--- src/llc_cfg_pkg.sv ---
package llc_cfg_pkg;

    localparam int llc_ways       = 4;
    localparam int llc_sets       = 16;
    localparam int llc_set_bits   = 4;
    localparam int llc_tag_bits   = 8;
    localparam int llc_way_bits   = 2;
    localparam int line_bits      = 128;  // Four 32-bit words
    localparam int line_addr_bits = llc_tag_bits + llc_set_bits;

    typedef logic [line_addr_bits-1:0] line_addr_t;
    typedef logic [llc_tag_bits-1:0]   llc_tag_t;
    typedef logic [llc_set_bits-1:0]   llc_set_t;
    typedef logic [llc_way_bits-1:0]   llc_way_t;
    typedef logic [line_bits-1:0]      line_t;

    // Line address, either raw or split as tag over set index
    typedef union packed {
        line_addr_t raw;
        struct packed {
            llc_tag_t tag;
            llc_set_t set;
        } f;
    } line_addr_u;

endpackage

--- src/llc_way_lookup.sv ---
`timescale 1ns/1ps

module llc_way_lookup (
    input  llc_cfg_pkg::llc_tag_t                             tag_i,
    input  llc_cfg_pkg::llc_tag_t [llc_cfg_pkg::llc_ways-1:0] buf_tag_i,
    input  logic [llc_cfg_pkg::llc_ways-1:0]                  buf_valid_i,
    input  logic [llc_cfg_pkg::llc_ways-1:0]                  buf_dirty_i,
    input  llc_cfg_pkg::llc_way_t                             buf_evict_i,
    output logic                                              hit_o,
    output llc_cfg_pkg::llc_way_t                             hit_way_o,
    output llc_cfg_pkg::llc_way_t                             victim_way_o,
    output logic                                              victim_dirty_o
);
    import llc_cfg_pkg::*;

    logic [llc_ways-1:0] match;

    // Walk downwards so the lowest matching or free way wins
    always_comb begin
        hit_way_o    = '0;
        victim_way_o = buf_evict_i;
        for (int w = llc_ways - 1; w >= 0; w--) begin
            match[w] = buf_valid_i[w] && (buf_tag_i[w] == tag_i);
            if (match[w]) hit_way_o = llc_way_t'(w);
            if (!buf_valid_i[w]) victim_way_o = llc_way_t'(w);
        end
    end

    assign hit_o          = |match;
    assign victim_dirty_o = buf_valid_i[victim_way_o] && buf_dirty_i[victim_way_o];

    // Two valid copies of one tag would mean the buffer update went wrong
    always_comb begin
        a_single_match: assert final ($isunknown(match) || $onehot0(match))
            else $error("tag present in more than one valid way");
    end

endmodule

--- config.mk ---
export PLATFORM = sky130hd
export DESIGN_NAME = llc_way_lookup
export DESIGN_NICKNAME = d
export VERILOG_FILES = /design/src/llc_cfg_pkg.sv /design/src/llc_way_lookup.sv
export SDC_FILE = /design/constraint.sdc
export NUM_CORES = 1
export LEC_CHECK = 0
export CORE_AREA = 4 4 41 43
export DETAILED_ROUTE_END_ITERATION = 8
export DIE_AREA = 0 0 45 47
export DONT_BUFFER_PORTS = 1
export PLACE_DENSITY_LB_ADDON = 0.15
export SLEW_MARGIN = 20
export SYNTH_ARGS = -nofsm -noshare
export SYNTH_HDL_FRONTEND = slang
export SYNTH_SLANG_ARGS = --single-unit
--- constraint.sdc ---
create_clock -name vclk -period 4.65
set_clock_uncertainty 0.2 [all_clocks]
set_input_delay 1.1625 -clock vclk [all_inputs]
set_output_delay 1.1625 -clock vclk [all_outputs]
set_load 0.01 [all_outputs]
==> reports/qor.txt, run 1 <==
Power Dens Cells -> 74.9 nW/um2
Post-synthesis simple-gate area fraction -> 22.3%
Largest net degree at the start of global routing -> 5
PostCTS Resize Cnt -> 0
YS warnings -> 0
Initial Utilization -> 43.6%
Post-layout minimum cycle time -> 3.56 ns
Largest family of logic cells by synthesized area -> XOR/XNOR gates
Design Area, Final -> 513 um2
Hold WC Path Type -> input port to primary output
Area growth, synth to finish -> -9.49%
Critical path endpoint category -> primary output
Relative slew margins -> 63.1%
Sequential share of the synthesized area -> 0%
Peak Freq -> 0.281 GHz
Drt pass-1 iters -> 4
Initial drt markers -> 3
Synth Area per Inst -> 7.87 um2
Global-route wire length before repair -> 1890 um
Synth Area in Adders -> 0%
Mapped Nets -> 122
N_diodes -> 0
Post-CTS Hold Fix Bufs -> 0
Initial antenna violation count -> 0
Tcrit/Tclk final -> 76.5%
Outcome -> finished clean
Startpoint types -> input port
DR vias -> 436
Fin. Hold Viols -> 0
CP Class -> input port to primary output
Max Cap Viol -> 0
Ports -> 56
Data required, critical path -> 3.29 ns
Gate Count Post-Synth -> 72
DR DRC count -> 0
Seq_cells -> 0
Area after DPL -> 513 um2
Post-CTS setup repair buffer count -> 0
Gr usage total -> 11.6%
Post-Synth XOR/XNOR Area -> 53.4%
Number of clock buffers in the layout -> 0
Register area -> 0 um2
Worst path bufs/invs -> 1
Slowest stage cell, crit path -> a21boi_0
Share of cells above drive strength 1 -> 9.23%
P_leak -> 0.146 nW
CP arrival -> 2.20 ns
Crit Path Max Fanout -> 3
Vias per cell -> 5.45
Average wire per standard cell -> 16.3 um
Final setup viols -> 0
Die X -> 45 um
Crit path cell chain -> inv_1, o21ai_0, a21boi_0, nand3_1, a21oi_1
Rows -> 13
Delay-heaviest family, CP -> compound AO/OA/AOI/OAI gates
Vias in the first global route -> 444
Worst IR Drop VDD -> 0.0000270 V
Post-DP HPWL -> 1230 um
TNS Setup -> 0 ns
Routability-driven placement congestion ratio -> 0.660
Port Buffer Count -> 0
Post-synthesis compound-gate area fraction -> 6.18%
Multiplexer share of the synthesized area -> 3.97%
Die height -> 47 um
Core area -> 1300 um2
RSZ-0062 raised after global routing -> no
Overflow after GRT -> 0
Die area -> 2120 um2
Netlist area before placement -> 567 um2
Critical Path Max Stage Delay -> 0.47 ns
Fin nets -> 117
Post-DRT Antenna Nets -> 0
Least-Margin Pin Slew -> 0.548 ns
Slew Viols, Final -> 0
Distinct cells, synth -> 20
DRT Wirelength -> 1300 um
metal layers:
layer | routed length, um | vias up | GRT usage [%] | part of all wire, %
met5 | 0 | - | 0 | 0
met4 | 0 | 0 | 0 | 0
met3 | 220 | 0 | 1.53 | 17
met2 | 647 | 38 | 24.0 | 50
met1 | 435 | 176 | 13.1 | 33
li1 | - | 222 | - | -
final timing paths:
check | from | endpoint | slack [ns] | cells after the start
min | buf_valid_i[3] | victim_way_o[1] | 2.25 | 1
max | buf_valid_i[3] | victim_dirty_o | 1.09 | 5
cells in the mapped netlist, drive strengths merged:
cell / n / area share [%]
xnor2: 31 / 52
buf: 7 / 13
nand2: 5 / 3.3
nand3: 5 / 4.4
nand4: 4 / 4.4
nor3: 4 / 3.5
nor2: 3 / 2.0
a21oi: 2 / 1.8
inv: 2 / 1.3
mux2: 2 / 4.0
a21boi: 1 / 1.3
a31oi: 1 / 2.2
nand3b: 1 / 1.3
nor4: 1 / 2.2
o21ai: 1 / 0.88
or3: 1 / 1.1
xor2: 1 / 1.5
area by class of cell:
class	instances	area (um2)
Multi-Input combinational cell	63	487
Tap cell	15	18.8
Fill cell	158	788
Inverter	2	7.51
where the power goes:
| part | switching, mW | internal [mW] | total (mW) | leakage, nW |
|---|---|---|---|---|
| Combinational | 0.0133 | 0.0251 | 0.0384 | 0.146 |
| Clock | 0 | 0 | 0 | 0 |
| Sequential | 0 | 0 | 0 | 0 |
cell families after synthesis:
group / after synthesis
xor gates and xnor gates: 32
muxes: 2
and+or+nand+nor: 24
buffers and inverters: 9
AOI/OAI and AO/OA: 5
layout by cell type (no fill, tap or decap), drive strengths merged, types with 2 or more instances in the layout:
master / instances
nand2: 5
nor3: 4
nand3: 5
mux2: 2
nor2: 3
xnor2: 31
inv: 2
nand4: 4
a21oi: 2
stage by stage:
stage	worst slack, ns	total power [mW]	std cells	hold slack (ns)	utilization, %
global route	1.01	0.0421	80	2.25	39.4
global placement	1.13	0.0383	80	2.25	39.4
detailed placement	1.11	0.0387	80	2.25	39.4
floorplan	1.20	0.0452	72	2.24	-
finish	1.09	0.0384	80	2.25	39.4
CTS	1.09	0.0391	80	2.25	39.4
Note: power is estimated with default switching activity, not from simulation.
==> run 2: changes to the inputs <==
clock period = 3.3 ns   (was 4.65 ns; I/O delays follow)
==> reports/qor.txt, run 2 (synthesis gave the netlist of run 1 again) <==
N_diodes -> 0
Routability-driven placement congestion ratio -> 0.701
DR vias -> 451
Register area -> 0 um2
Met2 GRT Util -> 25.4%
RSZ-0062 raised after global routing -> no
Critical Path Max Stage Delay -> 0.31 ns
Rows -> 13
Tcrit/Tclk final -> 84.0%
GR Util met1 -> 15.5%
Die height -> 47 um
Die X -> 45 um
Post-layout minimum cycle time -> 2.77 ns
DR DRC count -> 0
Worst path bufs/invs -> 0
Ports -> 56
Relative slew margins -> 74.8%
Fin util -> 40.0%
Outcome -> finished clean
Grt peak-use layer -> met2
DRT Wirelength -> 1340 um
Setup slack after layout -> 0.528 ns
Slowest stage cell, crit path -> nor3_1
DP Worst Slack -> 0.498 ns
Seq_cells -> 0
Most common cell after layout, fill and taps aside -> xnor2_1
Worst IR Drop VDD -> 0.0000374 V
Multi-input logic area -> 487 um2
Area growth, synth to finish -> -8.17%
Power Dens Cells -> 107 nW/um2
Post-DRT Antenna Nets -> 0
Port Buffer Count -> 0
Startpoint types -> input port
Max Cap Viol -> 0
Worst Hold Margin -> 1.57 ns
Hold WC Path Type -> input port to primary output
TNS Setup -> 0 ns
Post-DP HPWL -> 1280 um
Largest net degree at the start of global routing -> 5
Initial Utilization -> 43.6%
Critical path endpoint category -> primary output
Peak Freq -> 0.361 GHz
CP Class -> input port to primary output
Number of clock buffers in the layout -> 0
Share of cells above drive strength 1 -> 10.6%
Overflow after GRT -> 0
Crit Path Max Fanout -> 4
Drt pass-1 iters -> 4
Vias in the first global route -> 487
Post-CTS setup repair buffer count -> 0
Core area -> 1300 um2
Average wire per standard cell -> 16.5 um
Data required, critical path -> 2.27 ns
Global-route wire length before repair -> 2060 um
Final setup viols -> 0
Least-Margin Pin Slew -> 0.376 ns
Fin nets -> 118
Die area -> 2120 um2
Delay-heaviest family, CP -> simple AND/OR/NAND/NOR gates
Gr usage total -> 13.0%
Vias per cell -> 5.57
PostCTS Resize Cnt -> 0
Met3 Use GR -> 2.30%
Fin. Hold Viols -> 0
Crit path cell chain -> xnor2_1, nand3_1, nor4_2, nor2_1, nor3_1
Slew Viols, Final -> 0
P_leak -> 0.151 nW
Initial antenna violation count -> 0
Filler Cells Inserted -> 143
Post-CTS Hold Fix Bufs -> 0
Commonest non-fill, non-tap cells in the layout -> 28 x xnor2_1, 5 x nand2_1, 5 x nand3_1, 4 x nand4_1, 4 x nor3_1
CP arrival -> 1.75 ns
Initial drt markers -> 4
-- run 2: cell type report --
| class | count | share of cell area [%] |
|---|---|---|
| Multi-Input combinational cell | 63 | 93.5 |
| Tap cell | 15 | 3.61 |
| Inverter | 2 | 1.44 |
| Timing Repair Buffer | 1 | 1.44 |
-- run 2: report_power, final --
| part | switching [mW] | total (mW) | internal [mW] | leakage, nW |
|---|---|---|---|---|
| clock network | 0 | 0 | 0 | 0 |
| logic | 0.0194 | 0.0558 | 0.0364 | 0.151 |
| registers | 0 | 0 | 0 | 0 |
| total | 0.0194 | 0.0558 | 0.0364 | 0.151 |
-- run 2: stage by stage --
step / power, mW / cell area (um2) / instances
floorplan: 0.0637 / 567 / 72
global placement: 0.0559 / 520 / 81
finish: 0.0558 / 520 / 81
detailed placement: 0.0564 / 520 / 81
CTS: 0.0568 / 520 / 81
global route: 0.0621 / 520 / 81
-- run 2: path summary, 6_finish.rpt --
path / startpoint / to / slack, ns / cells after the start
max: tag_i[4] / hit_way_o[1] / 0.53 / 5
min: buf_valid_i[3] / victim_way_o[1] / 1.57 / 1
-- run 2: per-layer routing --
metal / part of all wire (%) / vias up
li1: - / 225
met1: 34 / 191
met2: 51 / 35
met3: 14 / 0
met4: 0 / 0
met5: 0 / -
