`config.mk`:
```
export PLATFORM = sky130hd
export DESIGN_NAME = llc_ctrl
export DESIGN_NICKNAME = d
export VERILOG_FILES = /design/src/llc_cfg_pkg.sv /design/src/llc_msg_pkg.sv /design/src/llc_ctrl.sv
export SDC_FILE = /design/constraint.sdc
export NUM_CORES = 1
export LEC_CHECK = 0
export CORE_AREA = 2 2 281 283
export DETAILED_ROUTE_END_ITERATION = 16
export DIE_AREA = 0 0 283 285
export DONT_BUFFER_PORTS = 1
export HOLD_SLACK_MARGIN = 0.06
export PLACE_DENSITY_LB_ADDON = 0.05
export SYNTH_ARGS = -nofsm -noshare
export SYNTH_HDL_FRONTEND = slang
export SYNTH_SLANG_ARGS = --single-unit
```
`constraint.sdc`:
```
create_clock -name clk -period 11.22 [get_ports clk]
set_input_delay 1.122 -clock clk [delete_from_list [all_inputs] [get_ports clk]]
set_output_delay 1.122 -clock clk [all_outputs]
set_load 0.02 [all_outputs]
```
`src/llc_cfg_pkg.sv`:
```
package llc_cfg_pkg;

    localparam int llc_ways       = 4;
    localparam int llc_sets       = 16;
    localparam int llc_set_bits   = 4;
    localparam int llc_tag_bits   = 8;
    localparam int llc_way_bits   = 2;
    localparam int line_bits      = 128;  // Four 32-bit words
    localparam int line_addr_bits = llc_tag_bits + llc_set_bits;

    typedef logic [line_addr_bits-1:0] line_addr_t;
    typedef logic [llc_tag_bits-1:0]   llc_tag_t;
    typedef logic [llc_set_bits-1:0]   llc_set_t;
    typedef logic [llc_way_bits-1:0]   llc_way_t;
    typedef logic [line_bits-1:0]      line_t;

    // Line address, either raw or split as tag over set index
    typedef union packed {
        line_addr_t raw;
        struct packed {
            llc_tag_t tag;
            llc_set_t set;
        } f;
    } line_addr_u;

endpackage

```
`src/llc_msg_pkg.sv`:
```
package llc_msg_pkg;

    localparam int req_id_bits = 4;

    typedef enum logic {
        op_read  = 1'b0,
        op_write = 1'b1
    } req_op_t;

    typedef logic [req_id_bits-1:0] req_id_t;

    // Controller walk, one bit changes per step
    typedef enum logic [2:0] {
        st_decode   = 3'b000,
        st_read_set = 3'b001,
        st_read_mem = 3'b011,
        st_lookup   = 3'b010,
        st_process  = 3'b110,
        st_update   = 3'b100
    } llc_state_t;

endpackage

```
`src/llc_ctrl.sv`:
```
`timescale 1ns/1ps

module llc_ctrl (
    input  logic                    clk,
    input  logic                    rst,
    input  logic                    req_valid_i,
    output logic                    req_ready_o,
    input  llc_msg_pkg::req_op_t    req_op_i,
    input  llc_cfg_pkg::line_addr_t req_addr_i,
    input  llc_cfg_pkg::line_t      req_line_i,
    input  llc_msg_pkg::req_id_t    req_id_i,
    output logic                    rsp_valid_o,
    input  logic                    rsp_ready_i,
    output llc_cfg_pkg::line_t      rsp_line_o,
    output llc_msg_pkg::req_id_t    rsp_id_o,
    output logic                    mem_req_valid_o,
    input  logic                    mem_req_ready_i,
    output logic                    mem_req_write_o,
    output llc_cfg_pkg::line_addr_t mem_req_addr_o,
    output llc_cfg_pkg::line_t      mem_req_line_o,
    input  logic                    mem_rsp_valid_i,
    output logic                    mem_rsp_ready_o,
    output llc_msg_pkg::llc_state_t state_o,
    output llc_cfg_pkg::llc_set_t   set_o,
    output llc_cfg_pkg::llc_tag_t   tag_o,
    output llc_cfg_pkg::llc_way_t   way_o,
    output logic                    buf_wr_o,
    output llc_cfg_pkg::line_t      buf_wr_line_o,
    output logic                    buf_wr_dirty_o,
    output logic                    fill_o,
    input  logic                    hit_i,
    input  llc_cfg_pkg::llc_way_t   hit_way_i,
    input  llc_cfg_pkg::llc_way_t   victim_way_i,
    input  logic                    victim_dirty_i,
    input  llc_cfg_pkg::llc_tag_t   buf_tag_i,
    input  llc_cfg_pkg::line_t      buf_line_i,
    output logic                    repl_o
);
    import llc_cfg_pkg::*;
    import llc_msg_pkg::*;

    llc_state_t state, next_state;
    req_op_t    op_q;
    line_addr_u addr_q;
    line_t      line_q;
    req_id_t    id_q;
    line_addr_u wb_addr;
    llc_way_t   way_q;
    logic       miss_q;
    logic       wb_pend;    // Dirty victim still to be written back
    logic       rd_pend;    // Fill request still to be issued
    logic       fill_wait;  // Waiting for fill data
    logic       buf_pend;   // Tag/line still to be written into the buffer
    logic       in_process;
    logic       mem_req_go;

    always_ff @(posedge clk or negedge rst) begin
        if (!rst) begin
            state <= st_decode;
        end else begin
            state <= next_state;
        end
    end

    always_comb begin
        next_state = state;
        case (state)
            st_decode:   if (req_valid_i) next_state = st_read_set;
            st_read_set: next_state = st_read_mem;
            st_read_mem: next_state = st_lookup;
            st_lookup:   next_state = st_process;
            st_process:  if (rsp_valid_o && rsp_ready_i) next_state = st_update;
            st_update:   next_state = st_decode;
            default:     next_state = st_decode;
        endcase
    end

    always_ff @(posedge clk) begin
        if (req_valid_i && req_ready_o) begin
            op_q       <= req_op_i;
            addr_q.raw <= req_addr_i;
            line_q     <= req_line_i;
            id_q       <= req_id_i;
        end
    end

    // Steps of PROCESS, planned from the lookup result
    always_ff @(posedge clk or negedge rst) begin
        if (!rst) begin
            way_q     <= '0;
            miss_q    <= 1'b0;
            wb_pend   <= 1'b0;
            rd_pend   <= 1'b0;
            fill_wait <= 1'b0;
            buf_pend  <= 1'b0;
        end else if (state == st_lookup) begin
            way_q    <= hit_i ? hit_way_i : victim_way_i;
            miss_q   <= !hit_i;
            wb_pend  <= !hit_i && victim_dirty_i;
            rd_pend  <= !hit_i && (op_q == op_read);
            buf_pend <= !hit_i || (op_q == op_write);
        end else if (in_process) begin
            if (mem_req_go && wb_pend) begin
                wb_pend <= 1'b0;
            end else if (mem_req_go) begin
                rd_pend   <= 1'b0;
                fill_wait <= 1'b1;
            end
            if (fill_o) fill_wait <= 1'b0;
            if (buf_wr_o) buf_pend <= 1'b0;
        end
    end

    // Victim goes back to its own tag in the current set
    always_comb begin
        wb_addr.f.tag = buf_tag_i;
        wb_addr.f.set = addr_q.f.set;
    end

    assign in_process = (state == st_process);
    assign mem_req_go = mem_req_valid_o && mem_req_ready_i;

    assign state_o = state;
    assign set_o   = addr_q.f.set;
    assign tag_o   = addr_q.f.tag;
    assign way_o   = way_q;
    assign repl_o  = miss_q;

    assign req_ready_o     = (state == st_decode);
    assign mem_req_valid_o = in_process && (wb_pend || rd_pend);
    assign mem_req_write_o = wb_pend;
    assign mem_req_addr_o  = wb_pend ? wb_addr.raw : addr_q.raw;
    assign mem_req_line_o  = buf_line_i;
    assign mem_rsp_ready_o = in_process && fill_wait;
    assign fill_o          = mem_rsp_valid_i && mem_rsp_ready_o;

    assign buf_wr_o       = in_process && buf_pend && !wb_pend && !rd_pend && !fill_wait;
    assign buf_wr_line_o  = (op_q == op_write) ? line_q : buf_line_i;  // Fill data on a read
    assign buf_wr_dirty_o = (op_q == op_write);

    assign rsp_valid_o = in_process && !buf_pend && !wb_pend && !rd_pend && !fill_wait;
    assign rsp_line_o  = (op_q == op_read) ? buf_line_i : '0;
    assign rsp_id_o    = id_q;

    a_rsp_stable: assert property (@(posedge clk) disable iff (!rst)
        rsp_valid_o && !rsp_ready_i |=>
            rsp_valid_o && $stable(rsp_line_o) && $stable(rsp_id_o))
        else $error("response changed under back-pressure");

    a_mem_req_stable: assert property (@(posedge clk) disable iff (!rst)
        mem_req_valid_o && !mem_req_ready_i |=>
            mem_req_valid_o && $stable(mem_req_write_o) && $stable(mem_req_addr_o)
            && (!mem_req_write_o || $stable(mem_req_line_o)))
        else $error("memory request changed before it was accepted");

endmodule

```
==> reports/results.ini <==
[run_status]
outcome = finished clean

[clock_network]
clkTransAtPathRegs_ns = 0.08
cts_tree = yes
cts-root-buf = clkbuf_16
cts_made_buffers = 17
cts_resized = 0
post-cts-setup-buffer-count = 0
cts_sinks = 155
cts_max_path_buffers = 2
htree_levels = 4
hold_buffers = 0
clock_latency_ns = 0.48

[grt]
grt_start_max_net_pins = 107
grt_usage = 0.06639
antenna_found_initial = 13
grt_pass1_wl_um = 36980
grt_pass1_vias = 4540
overflow = 0

[power]
p_leak_nw = 3.158
powerDensity_nw_per_um2 = 232.9
ir_worst_vdd_mv = 0.07671

[floorplan]
ios = 719
start_util = 0.1012
num_rows = 103
die_h_um = 285
die_x_um = 283
fp.dieArea_um2 = 80660
coreArea_um2 = 77970

[placement]
portBuffers = 0
gp_congestion = 0.7215
dpl_cell_area_um2 = 8044
dp_hpwl_um = 21900

[worst_setup_path]
path_common_cell = buf_4
path_class = reg -> out
worst-path-max-fanout = 106
required_ns = 10.10
rrSetupSlack_ns = 8.21
r2r_start = state_o[0]$_DFFE_PN0P_
cp.arrival_ns = 3.28
cpPeakStageDelay_ns = 0.83
cp-start-kind = register
slowest_stage = buf_4
reg2reg_depth = 3
r2r-end = line_q[61]$_DFFE_PP_
critPathCaptureType = output port
crit_chain = buf_4, buf_4, nor2b_1, a21o_1

[synth]
synth_top_area_cell = edfxtp_1
synth-edff-count = 145
synth_fp_nets = 911
synth_area_leaders = edfxtp_1, buf_4, a21o_1
synthTopCellsByCount = edfxtp_1, buf_4, nor2b_1
synthDominantCellAreaShare = 0.5517
synth_seq_cells = 155
netlist-cell-type-count = 23
synthArstFlopShare = 0.06452
syn-cell-area_um2 = 7893
synth_most_common_cell = edfxtp_1
avgSynthCellArea_um2 = 12.77
ys.flop_type = edfxtp_1
ys_warn_count = 0
yosysSeqAreaShare = 0.5834
synth_cells = 618

[layout]
stdcell_area_um2 = 8665
syn_to_final_growth_pct = 9.781
layout-drive-gt1-share = 0.09495
fin_nets = 775

[timing]
tightest_slew_ns = 1.188
hold_viol = 0
final.setup.tns_ns = 0
slew_violations = 0
slew_headroom = 0.2077
finalSetupViolCount = 0
rsz0062_at_grt = no
finClkSkew_ns = 0.01556
fin_crit_ns = 4.402
period_share = 0.3923
timing.fmax_mhz = 227.2

[run]
cap_viol_max_count = 0

[route]
drtAntennaViolNets = 0
drc_errors = 0
first_iter_violations = 164
viasPerCell = 2.764
num_vias = 4290
detail_route.wl_per_cell_um = 18.01
first_pass_iters = 4
routed_wl_um = 27950

[worst_hold_path]
hold_path_class = in -> async

-- metrics by stage --
| step | power [mW] | setup WS [ns] | cells | hold WS [ns] | utilization |
|---|---|---|---|---|---|
| after floorplan | 1.391 | 6.202 | 618 | 0.4794 | - |
| after global placement | 1.433 | 7.408 | 1513 | 0.5540 | 0.1032 |
| after detailed placement | 1.421 | 7.270 | 1513 | 0.5352 | 0.1032 |
| after CTS | 2.084 | 6.711 | 1545 | 0.2549 | 0.1109 |
| after global routing | 2.129 | 6.599 | 1552 | 0.2653 | 0.1111 |
| final | 2.018 | 6.818 | 1552 | 0.3273 | 0.1111 |
-- worst max-delay path, delay by kind of cell (launching register included) --
kind,cells,cell delay (ns)
AO/OA/AOI/OAI,1,0.35
AND/OR/NAND/NOR,1,0.46
buffers and inverters,2,1.45
flip-flops,1,0.35
-- cell usage in the layout (no fill, tap or decap), drive strengths merged, types with 3 or more instances in the layout --
master    count
a21o        128
a21oi         3
a22o          3
and3          3
buf           6
clkbuf       17
clkinvlp      3
dfrtp        10
diode         7
edfxtp      145
inv          12
mux2          8
nor2          4
nor2b       129
nor3          4
o21ai         4
-- worst max path at each step --
stage                                   from                  end  cells after the start
floorplan             state_o[0]$_DFFE_PN0P_  addr_q[0]$_DFFE_PP_                      2
global placement    buf_wr_dirty_o$_DFFE_PP_    buf_wr_line_o[40]                      4
detailed placement  buf_wr_dirty_o$_DFFE_PP_    buf_wr_line_o[40]                      4
global route        buf_wr_dirty_o$_DFFE_PP_    buf_wr_line_o[40]                      4
finish              buf_wr_dirty_o$_DFFE_PP_    buf_wr_line_o[40]                      4
CTS                 buf_wr_dirty_o$_DFFE_PP_    buf_wr_line_o[40]                      4
-- cells by family after synthesis --
family,count (synthesis),share of synthesized area
flip-flops,155,0.5834
AND/OR/NAND/NOR,146,0.1143
multiplexers,10,0.01395
buffers and inverters,165,0.1552
AO/OA/AOI/OAI,142,0.1332
-- layout make-up --
class	count	area, um2
multi-input combinational	298	2066
antenna	7	17.52
clock buffer	17	425.4
timing repair buffer	6	45.04
sequential	155	4604
inverter	4	15.01
tap	1050	1314
fill	8852	69300
clock inverter	15	177.7
-- layer usage --
| layer | track usage | share of wire |
|---|---|---|
| met1 | 0.05440 | 0.30 |
| met2 | 0.1251 | 0.56 |
| met3 | 0.03224 | 0.094 |
| met4 | 0.04322 | 0.042 |
| met5 | 0 | 0.0030 |
-- where the power goes --
| part | internal [mW] | leakage [nW] | total, mW | switching, mW |
|---|---|---|---|---|
| logic | 0.114 | 1.42 | 0.522 | 0.408 |
| clock network | 0.336 | 0.287 | 0.625 | 0.289 |
| registers | 0.772 | 1.45 | 0.871 | 0.0989 |
-- sequential cells by signal, summed over array words and instances (netlist names) --
| name | cells |
|---|---|
| way_o | 2 |
| state_o | 3 |
| addr_q | 12 |
| line_q | 128 |
| buf_pend | 1 |
| rd_pend | 1 |
| buf_wr_dirty_o | 1 |
| rsp_id_o | 4 |
| fill_wait | 1 |
| repl_o | 1 |
| mem_req_write_o | 1 |
Note: power is estimated with default switching activity, not from simulation.
