===== config.mk =====
export PLATFORM = sky130hd
export DESIGN_NAME = llc_way_buf
export DESIGN_NICKNAME = d
export VERILOG_FILES = /design/src/llc_cfg_pkg.sv /design/src/llc_msg_pkg.sv /design/src/llc_way_buf.sv
export SDC_FILE = /design/constraint.sdc
export NUM_CORES = 1
export LEC_CHECK = 0
export BUFFER_PORTS_ARGS = -buffer_cell sky130_fd_sc_hd__buf_2
export CORE_AREA = 2 2 534 536
export CTS_CLUSTER_DIAMETER = 150
export DETAILED_ROUTE_END_ITERATION = 10
export DIE_AREA = 0 0 536 538
export PLACE_DENSITY = 0.3
export REMOVE_ABC_BUFFERS = 1
export SYNTH_ARGS = -nofsm -noshare
export SYNTH_HDL_FRONTEND = slang
export SYNTH_SLANG_ARGS = --single-unit

===== constraint.sdc =====
create_clock -name clk -period 1 [get_ports clk]
set_input_delay 0.25 -clock clk [delete_from_list [all_inputs] [get_ports clk]]
set_output_delay 0.25 -clock clk [all_outputs]
set_load 0.03 [all_outputs]

===== src/llc_cfg_pkg.sv =====
package llc_cfg_pkg;

    localparam int llc_ways       = 4;
    localparam int llc_sets       = 16;
    localparam int llc_set_bits   = 4;
    localparam int llc_tag_bits   = 8;
    localparam int llc_way_bits   = 2;
    localparam int line_bits      = 128;  // Four 32-bit words
    localparam int line_addr_bits = llc_tag_bits + llc_set_bits;

    typedef logic [line_addr_bits-1:0] line_addr_t;
    typedef logic [llc_tag_bits-1:0]   llc_tag_t;
    typedef logic [llc_set_bits-1:0]   llc_set_t;
    typedef logic [llc_way_bits-1:0]   llc_way_t;
    typedef logic [line_bits-1:0]      line_t;

    // Line address, either raw or split as tag over set index
    typedef union packed {
        line_addr_t raw;
        struct packed {
            llc_tag_t tag;
            llc_set_t set;
        } f;
    } line_addr_u;

endpackage


===== src/llc_msg_pkg.sv =====
package llc_msg_pkg;

    localparam int req_id_bits = 4;

    typedef enum logic {
        op_read  = 1'b0,
        op_write = 1'b1
    } req_op_t;

    typedef logic [req_id_bits-1:0] req_id_t;

    // Controller walk, one bit changes per step
    typedef enum logic [2:0] {
        st_decode   = 3'b000,
        st_read_set = 3'b001,
        st_read_mem = 3'b011,
        st_lookup   = 3'b010,
        st_process  = 3'b110,
        st_update   = 3'b100
    } llc_state_t;

endpackage


===== src/llc_way_buf.sv =====
`timescale 1ns/1ps

module llc_way_buf (
    input  logic                                              clk,
    input  logic                                              rst,
    input  llc_msg_pkg::llc_state_t                           state_i,
    input  llc_cfg_pkg::llc_way_t                             way_i,
    input  llc_cfg_pkg::llc_tag_t [llc_cfg_pkg::llc_ways-1:0] rd_tag_i,
    input  logic [llc_cfg_pkg::llc_ways-1:0]                  rd_valid_i,
    input  logic [llc_cfg_pkg::llc_ways-1:0]                  rd_dirty_i,
    input  llc_cfg_pkg::line_t [llc_cfg_pkg::llc_ways-1:0]    rd_line_i,
    input  llc_cfg_pkg::llc_way_t                             rd_evict_i,
    input  logic                                              wr_i,
    input  llc_cfg_pkg::llc_tag_t                             wr_tag_i,
    input  llc_cfg_pkg::line_t                                wr_line_i,
    input  logic                                              wr_dirty_i,
    input  logic                                              fill_i,
    input  llc_cfg_pkg::line_t                                fill_line_i,
    output llc_cfg_pkg::llc_tag_t [llc_cfg_pkg::llc_ways-1:0] buf_tag_o,
    output logic [llc_cfg_pkg::llc_ways-1:0]                  buf_valid_o,
    output logic [llc_cfg_pkg::llc_ways-1:0]                  buf_dirty_o,
    output llc_cfg_pkg::line_t [llc_cfg_pkg::llc_ways-1:0]    buf_line_o,
    output llc_cfg_pkg::llc_way_t                             buf_evict_o
);
    import llc_msg_pkg::*;

    always_ff @(posedge clk or negedge rst) begin
        if (!rst) begin
            buf_valid_o <= '0;
            buf_evict_o <= '0;
        end else if (state_i == st_read_mem) begin
            buf_valid_o <= rd_valid_i;
            buf_evict_o <= rd_evict_i;
        end else if (wr_i) begin
            buf_valid_o[way_i] <= 1'b1;
        end
    end

    always_ff @(posedge clk) begin
        if (state_i == st_read_mem) begin
            buf_tag_o   <= rd_tag_i;
            buf_dirty_o <= rd_dirty_i;
            buf_line_o  <= rd_line_i;
        end else if (fill_i) begin
            buf_line_o[way_i] <= fill_line_i;  // Tag follows with the write strobe
        end else if (wr_i) begin
            buf_tag_o[way_i]   <= wr_tag_i;
            buf_dirty_o[way_i] <= wr_dirty_i;
            buf_line_o[way_i]  <= wr_line_i;
        end
    end

    a_fill_wr_excl: assert property (@(posedge clk) disable iff (!rst) !(fill_i && wr_i))
        else $error("fill and buffer write in the same cycle");

endmodule


==> impl_metrics.yaml, run 1 <==
worst_setup_path:
  critPathCaptureType: "output pin"
  startpoint_type: "register"
  r2r_end: "buf_valid_o[0]"
  ff2ff_path_depth: 2
  critPathCapture: "buf_line_o[171]"
  cp_cell_sequence: "buf_6"
  critPathArrivalTime_ns: 1.47
  path_depth: 1
  path_buf_inv: 1
  r2r_slack_ns: 0.03
  crit_fanout: 1
  critPathRequiredTime_ns: 0.75
  worst_path_max_delay_cell: "edfxtp_1"
  critPathTopFamily: "flip-flops"
  slowest_delay_ns: 0.55
  worstSetupPathType: "reg2out"
  cp-startpoint: "buf_line_o[171]"
  r2r_start: "buf_valid_o[0]"
synth:
  synth.top_cells.by_count: "edfxtp_1 (548), nand4b_1 (548), o31ai_1 (458), clkbuf_1 (180), mux2i_1 (129)"
  synth_edf_count: 548
  ys_seq_area_share_pct: 57.5
  synthesis.area_per_instance_um2: 13.5
  syn_inst: 2140
  synth_warnings: 0
  synth-async-reset-ratio_pct: 1.08
  synth.area.top_cells: "edfxtp_1 (57%), nand4b_1 (17%), o31ai_1 (12%), mux2i_1 (4.5%), o31ai_2 (3.9%)"
  synth_area_um2: 28900
  synth-seq-cells: 554
  synth_top_area_cell: "edfxtp_1"
  yosysUniqueCellTypes: 25
  ys.flop_type: "edfxtp_1"
  synth_top_area_share_pct: 56.9
sta:
  min_period_ns: 1.72
  hold_viol: 0
  holdWs_ns: 0.0359
  setup_ws_ns: -0.724
  final.setup_skew_ns: 0
  drv_slew: 0
  worst_slew_pin_slew_ns: 0.553
  timing.fmax_ghz: 0.580
  slew_headroom_pct: 62.1
  finalSetupViolations: 1024
  period_share_pct: 172
  rsz0062_at_grt: "yes"
power:
  ir_worst_vdd_mv: 1.07
  p_per_area_nw_per_um2: 1430
  leakage_uw: 0.0216
  p_total_uw: 83200
finish:
  drive_above_1_share_pct: 51.4
  fill_cells: 31100
  syn_to_final_growth_pct: 102
  nets: 5219
floorplanning:
  fp.dieH_um: 538
  core_um2: 283000
  fp.dieW_um: 536
  rows: 196
  ios: 1382
  start_util_pct: 10.2
  die-area_um2: 288000
routing:
  antenna_left: 0
  viasPerCell: 3.88
  wl_per_cell_um: 30.5
  drtPass1Iterations: 5
  dr_total_vias: 32100
  drtIter0Drc: 2422
  drc: 0
  drt_wl_total_mm: 252
cts:
  path_clk_slew_ns: 0.06
  cts_buffers: 80
  clkSinkCount: 554
  htreeDepth: 3
  cts_tree: "yes"
  cts-root-buf: "clkbuf_16"
  clockBufferDepth: 3
  clock_latency_ns: 0.70
job:
  max_cap_violations: 0
global_routing:
  grt_pass1_vias: 32400
  grt.total_usage_pct: 16.4
  grt_pass1_wl_mm: 318
  gr-total-overflow: 0
  grt_start_max_net_pins: 74
  antenna_found_initial: 188
status:
  violations: "negative setup slack"
  status: "finished with violations"
worst_hold_path:
  min_path_type: "in2reg"
placement:
  pre_cts_ws_ns: -1.49
  dp_hpwl_mm: 200
  portBuffers: 1381
  routabilityCongestion: 0.856
per-layer routing:
metal | vias to the layer above | track usage, % | wire (µm)
li1 | 13800 | - | -
met2 | 1666 | 26.8 | 116000
met1 | 16200 | 20.9 | 108000
met3 | 407 | 5.45 | 21000
met4 | 106 | 3.43 | 6220
met5 | - | 0 | 691
flip-flops by register name, indices dropped and copies added, names as in the netlist:
name,flops
buf_dirty_o,4
buf_valid_o,4
buf_evict_o,2
buf_line_o,512
buf_tag_o,32
area by class of cell:
class	instances	area, µm²	area share [%]
multi-input cells	1253	12000	20.5
well taps	3762	4710	8.07
flip-flops and latches	554	16600	28.5
repair buffers	2490	22400	38.4
clock buffers	106	2110	3.62
inverters	12	45.0	0.0772
diodes	63	158	0.270
clock inverters	39	357	0.611
repair_timing:
| action | 4_1_cts | 5_1_grt |
|---|---|---|
| endpoints found under the hold margin | 513 | 0 |
| gates resized for setup | 1172 | 193 |
| hold buffers | 520 | 0 |
| endpoints found under the setup margin | 1019 | 915 |
| setup buffers | 27 | 29 |
| pin swaps | 14 | 44 |
| gates cloned | 12 | 19 |
power breakdown:
group | internal [µW] | total, µW | leakage, µW | switching [µW]
logic | 10800 | 24800 | 0.0156 | 14000
registers | 28300 | 29900 | 0.00481 | 1610
clock network | 16100 | 28500 | 0.00121 | 12400
cell families after synthesis:
| logic type | count (synthesis) | share of synthesized area [%] |
|---|---|---|
| AO/OA/AOI/OAI | 560 | 16.0 |
| buffers and inverters | 333 | 5.00 |
| flip-flops | 554 | 57.5 |
| multiplexers | 131 | 4.55 |
| AND/OR/NAND/NOR | 562 | 17.0 |
worst min path at each step:
| stage | from | to | slack (ns) | cells past startpoint |
|---|---|---|---|---|
| CTS | rd_line_i[410] | buf_line_o[410] | 0.001 | 3 |
| global placement | rst | buf_valid_o[2] | 0.14 | 1 |
| detailed placement | rst | buf_valid_o[2] | 0.14 | 1 |
| floorplan | rst | buf_evict_o[0] | -0.05 | 0 |
| finish | rd_line_i[63] | buf_line_o[63] | 0.04 | 3 |
| global route | rd_line_i[63] | buf_line_o[63] | 0.02 | 3 |
per-stage QoR:
| step | utilization [%] | setup TNS, ns | instances | cell area [µm²] |
|---|---|---|---|---|
| floorplan | - | - | 1819 | 27500 |
| global placement | 15.7 | -860.35 | 7472 | 44400 |
| detailed placement | 15.7 | -865.11 | 7472 | 44400 |
| CTS | 20.0 | -346.57 | 8174 | 56500 |
| global route | 20.6 | -338.03 | 8233 | 58200 |
| finish | 20.6 | -301.92 | 8279 | 58300 |
cells in the final DEF (no fill, tap or decap), types with 2 or more instances in the layout:
cell type / Yosys / layout
buf_2: 106 / 825
buf_6: 2 / 572
nand4b_1: 548 / 548
edfxtp_1: 548 / 548
dlygate4sd3_1: 0 / 520
buf_4: 13 / 406
o31ai_1: 458 / 363
o31ai_2: 90 / 129
mux2i_1: 129 / 123
buf_12: 0 / 107
clkbuf_16: 0 / 96
diode_2: 0 / 63
o31ai_4: 0 / 56
clkbuf_1: 180 / 25
buf_16: 0 / 24
buf_8: 0 / 17
clkinv_2: 0 / 14
inv_1: 12 / 12
clkinv_1: 0 / 9
dfrtp_1: 6 / 6
inv_6: 0 / 6
o21ai_4: 0 / 5
bufinv_16: 0 / 5
nand2b_4: 0 / 3
nand3b_1: 3 / 3
o21ai_2: 0 / 3
mux2i_2: 0 / 3
mux2i_4: 0 / 3
a31oi_1: 3 / 3
clkinv_4: 0 / 3
bufbuf_16: 0 / 3
mux2_2: 2 / 2
nor4bb_1: 2 / 2
Power figures use the tool's default switching activity.
==> inputs of run 2 (changes only) <==
- SETUP_SLACK_MARGIN: unset -> 0.4
==> run 2 against run 1 <==
Compared with the run above:
- the flow finishes with violations (negative hold slack, negative setup slack)
- clock skew did not move
- sequential share of layout area fell by 0.66 points
- fmax rose by 0.94%
- highest routed layer unchanged
==> impl_metrics.yaml, run 2 (synthesized netlist as in run 1, its figures left out) <==
routing:
  drtPass1Iterations: 7
  drtIter0Drc: 2625
  wl_per_cell_um: 31.6
  viasPerCell: 3.89
  antenna_left: 0
  drt_wl_total_mm: 262
  dr_total_vias: 32200
  drc: 0
finish:
  stdcell_count: 8273
  top_register: "buf_line_o"
  final_cell_mix: "buf_2 (821), buf_6 (589), nand4b_1 (548), edfxtp_1 (548), dlygate4sd3_1 (435)"
  nets: 5212
  syn_to_final_growth_pct: 107
  fill_cells: 30900
  drive_above_1_share_pct: 53.2
  final_core_util_pct: 21.1
  reg_top3: "buf_line_o (512), buf_tag_o (32)"
  final_common_cell: "buf_2"
  largest_register_ffs: 512
worst_setup_path:
  critPathCaptureType: "output pin"
  worst_path_max_delay_cell: "edfxtp_1"
  critPathRequiredTime_ns: 0.75
  startpoint_type: "register"
  slowest_delay_ns: 0.54
  worstSetupPathType: "reg2out"
  path_depth: 1
  ff2ff_path_depth: 2
  crit_fanout: 1
  critPathArrivalTime_ns: 1.46
  cp_cell_sequence: "buf_6"
  critPathTopFamily: "flip-flops"
  path_buf_inv: 1
placement:
  dp_hpwl_mm: 200
  place_inst: 7472
  portBuffers: 1381
  routabilityCongestion: 0.856
floorplanning:
  die-area_um2: 288000
  start_util_pct: 10.2
  fp.dieH_um: 538
  fp.dieW_um: 536
  rows: 196
  ios: 1382
  core_um2: 283000
cts:
  path_clk_slew_ns: 0.06
  cts_buffers: 80
  clkSinkCount: 554
  clock_latency_ns: 0.70
  ctsHoldBuffers: 435
  htreeDepth: 3
  cts-root-buf: "clkbuf_16"
  clockBufferDepth: 3
  cts_tree: "yes"
global_routing:
  antenna_found_initial: 197
  grt_pass1_vias: 32200
  grt_pass1_wl_mm: 324
  grt_start_max_net_pins: 51
  gr-total-overflow: 0
  grt.total_usage_pct: 16.8
worst_hold_path:
  min_path_cells: 3
  min_path_type: "in2reg"
sta:
  final.setup_skew_ns: 0
  drv_slew: 0
  holdWs_ns: -0.123
  finalSetupViolations: 1386
  slew_headroom_pct: 62.0
  worst_slew_pin_slew_ns: 0.553
  timing.fmax_ghz: 0.586
  hold_viol: 10
  rsz0062_at_grt: "yes"
  period_share_pct: 171
  setup_ws_ns: -0.708
  min_period_ns: 1.71
power:
  ir_worst_vdd_mv: 1.07
  leakage_uw: 0.0222
  p_per_area_nw_per_um2: 1410
job:
  max_cap_violations: 0
status:
  status: "finished with violations"
  violations: "negative hold slack, negative setup slack"
[run 2: cell count changes in the layout (fill, tap and decap cells not counted), moves of 17 or more]
cell,previous run,this run
dlygate4sd3_1,520,435
o31ai_2,129,94
o31ai_4,56,87
buf_8,17,41
buf_4,406,384
buf_12,107,128
buf_16,24,43
clkbuf_16,96,114
buf_6,572,589
[run 2: area by class of cell]
cell class | instances | area [µm²] | area share [%]
Timing Repair Buffer | 2483 | 23500 | 39.3
Clock buffer | 106 | 2110 | 3.53
Multi-Input combinational cell | 1253 | 12300 | 20.6
Antenna cell | 64 | 160 | 0.268
Clock inverter | 39 | 357 | 0.597
Sequential cell | 554 | 16600 | 27.8
Tap cell | 3762 | 4710 | 7.88
Inverter | 12 | 45.0 | 0.0754
[run 2: worst paths after layout]
path                            startpoint               to  slack [ns]
max                        buf_line_o[171]  buf_line_o[171]       -0.71
min reg2reg                 buf_evict_o[0]   buf_evict_o[0]        0.55
min                          rd_valid_i[1]   buf_valid_o[1]       -0.12
max reg2reg                 buf_valid_o[0]   buf_valid_o[0]        0.05
max in group asynchronous              rst   buf_evict_o[0]        0.86
min in group asynchronous              rst   buf_valid_o[2]       -0.06
[run 2: stage by stage]
step                      worst slack, ns  total power (µW)  hold slack (ns)  cell area (µm²)  TNS (ns)
after floorplan                    -13.85             37500          -0.0456            27500         -
after global placement              -1.47             49300            0.139            44400   -860.35
after detailed placement            -1.49             49200            0.140            44400   -865.11
after CTS                          -0.826             84200           -0.223            56500   -349.95
after global routing               -0.774             87400           -0.159            59600   -366.68
final                              -0.708             84400           -0.123            59700   -338.04
[run 2: what timing repair did]
action	in CTS	in global routing
cloned	23	41
pin swaps	9	72
hold endpoints to repair	512	34
setup endpoints to repair	1656	1656
setup buffers	57	36
resized for setup	1187	337
[run 2: routing by layer]
layer	GRT usage [%]	vias to the layer above	part of all wire, %
met1	21.2	16200	42
li1	-	13800	-
met4	3.24	114	2.6
met2	27.8	1679	46
met3	5.74	417	8.7
met5	0	-	0.28
[run 2: power by group]
| group | internal (µW) | switching (µW) |
|---|---|---|
| Combinational | 11500 | 14500 |
| Clock | 16100 | 12300 |
| Sequential | 28300 | 1610 |
| Total | 55900 | 28500 |
==> inputs of run 3 (changes only) <==
- CORE_AREA: 2 2 534 536 -> 2 2 530 532
- DIE_AREA: 0 0 536 538 -> 0 0 532 534
- clock period: 1 -> 1.4 ns (I/O delays scaled with it)
==> run 3 against run 2 <==
Compared with the run above:
- the flow finishes with violations (negative setup slack)
- sequential power shrank 29%
- die area shrank 1.5%
- clock skew is the same
- wire length grew 0.10%
- total power shrank 30%
- non-clock buffer count shrank 70
- via count shrank 0.75%
- largest power group unchanged
==> impl_metrics.yaml, run 3 (synthesized netlist as in run 1, its figures left out) <==
status:
  status: "finished with violations"
  violations: "negative setup slack"
floorplanning:
  ios: 1382
  core_um2: 278000
  rows: 194
  start_util_pct: 10.4
  fp.dieH_um: 534
  fp.dieW_um: 532
  die-area_um2: 284000
placement:
  place_area_um2: 44300
  place_inst: 7440
  routabilityCongestion: 0.882
  portBuffers: 1381
  dp_hpwl_mm: 203
worst_setup_path:
  worst_path_max_delay_cell: "edfxtp_1"
  r2r_end: "buf_valid_o[0]"
  path_buf_inv: 1
  r2r_start: "buf_valid_o[0]"
  slowest_delay_ns: 0.55
  ff2ff_path_depth: 1
  worstSetupPathType: "reg2out"
  r2r_slack_ns: 0.55
  cp_cell_sequence: "buf_6"
  critPathRequiredTime_ns: 1.05
  startpoint_type: "register"
  critPathArrivalTime_ns: 1.47
  critPathTopFamily: "flip-flops"
  critPathCaptureType: "output pin"
  crit_fanout: 1
finish:
  largest_register_ffs: 512
  final_cell_area_um2: 57200
  seqCellArea_um2: 16600
  stdcell_count: 8156
  final_cell_mix: "buf_2 (823), buf_6 (582), nand4b_1 (548), edfxtp_1 (548), o31ai_1 (450)"
  final_common_cell: "buf_2"
  reg_top3: "buf_line_o (512), buf_tag_o (32)"
  multiInputGateArea_um2: 11100
  fill_cells: 30500
  syn_to_final_growth_pct: 97.9
  drive_above_1_share_pct: 51.2
  top_register: "buf_line_o"
  nets: 5141
cts:
  cts-root-buf: "clkbuf_16"
  cts_buffers: 79
  clock_latency_ns: 0.69
  htreeDepth: 3
  cts_tree: "yes"
  clkSinkCount: 554
  path_clk_slew_ns: 0.06
  clockBufferDepth: 3
routing:
  drtIter0Drc: 2205
  drc: 0
  wl_per_cell_um: 32.1
  dr_total_vias: 31900
  antenna_left: 0
  drt_wl_total_mm: 262
  viasPerCell: 3.92
  drtPass1Iterations: 5
power:
  leakage_uw: 0.0213
  clock_power_share_pct: 34.2
  ir_worst_vdd_mv: 0.783
  swShare_pct: 33.3
  p_sw_uw: 19800
  internal-power_uw: 39600
  p_comb_share_pct: 29.9
  p_per_area_nw_per_um2: 1040
  seq_power_share_pct: 35.9
global_routing:
  grt_pass1_wl_mm: 329
  gr-total-overflow: 0
  grt_start_max_net_pins: 66
  grt.total_usage_pct: 17.2
  antenna_found_initial: 215
  grt_pass1_vias: 32500
worst_hold_path:
  min_path_type: "in2reg"
  min_path_cells: 3
  holdPathEnd: "buf_line_o[254]"
  min_from: "rd_line_i[254]"
sta:
  rsz0062_at_grt: "yes"
  worst_slew_pin_slew_ns: 0.578
  slew_headroom_pct: 61.5
  min_period_ns: 1.82
  setup_ws_ns: -0.417
  hold_viol: 0
  final.setup_skew_ns: 0
  finalSetupViolations: 689
  drv_slew: 0
  timing.fmax_ghz: 0.550
  period_share_pct: 130
  holdWs_ns: 0.0864
job:
  max_cap_violations: 0
## run 3: routing by layer
metal	part of all wire, %	global-route usage (%)
met4	1.9	2.82
met3	8.5	5.95
met2	47	28.6
met1	42	21.7
met5	0.29	0
## run 3: timing repair
item / CTS / global route
endpoints found under the hold margin: 409 / 0
gates resized for setup: 1154 / 120
gates cloned: 21 / 25
buffers inserted: 32 / 34
endpoints found under the setup margin: 1392 / 1652
hold buffers: 404 / 0
pin swaps: 3 / 2
## run 3: stage by stage
step,total power (µW),setup TNS [ns],utilization (%),worst slack [ns]
final,59300,-118.41,20.5,-0.417
after floorplan,26800,-,-,-13.55
after global placement,35000,-575.42,15.9,-0.823
after detailed placement,35000,-579.21,15.9,-0.833
after CTS,59700,-179.09,20.0,-0.530
after global routing,61300,-171.31,20.5,-0.517
## run 3: worst max path at each step
stage	depth (start not counted)	start	slack, ns	to
floorplan	2	way_i[1]	-13.55	buf_line_o[0]
global placement	6	fill_i	-0.82	buf_line_o[429]
detailed placement	6	fill_i	-0.83	buf_line_o[429]
CTS	1	buf_line_o[1]	-0.53	buf_line_o[1]
global route	1	buf_line_o[1]	-0.52	buf_line_o[1]
finish	1	buf_line_o[1]	-0.42	buf_line_o[1]
## run 3: power groups by stage
stage / Combinational, µW / Sequential [µW] / Clock, µW
2_1_floorplan: 2230 / 24600 / 0
3_3_place_gp: 13700 / 21300 / 0
3_5_place_dp: 13700 / 21200 / 0
4_1_cts: 17300 / 21400 / 21000
5_1_grt: 18500 / 21400 / 21400
6_report: 17700 / 21300 / 20300
## run 3: area by class of cell
type | instances | share of cell area, %
Antenna cell | 59 | 0.258
Clock inverter | 47 | 0.689
Tap cell | 3724 | 8.15
Sequential cell | 554 | 29.0
Inverter | 12 | 0.0787
Clock buffer | 94 | 3.67
Multi-Input combinational cell | 1253 | 19.3
Timing Repair Buffer | 2413 | 38.8
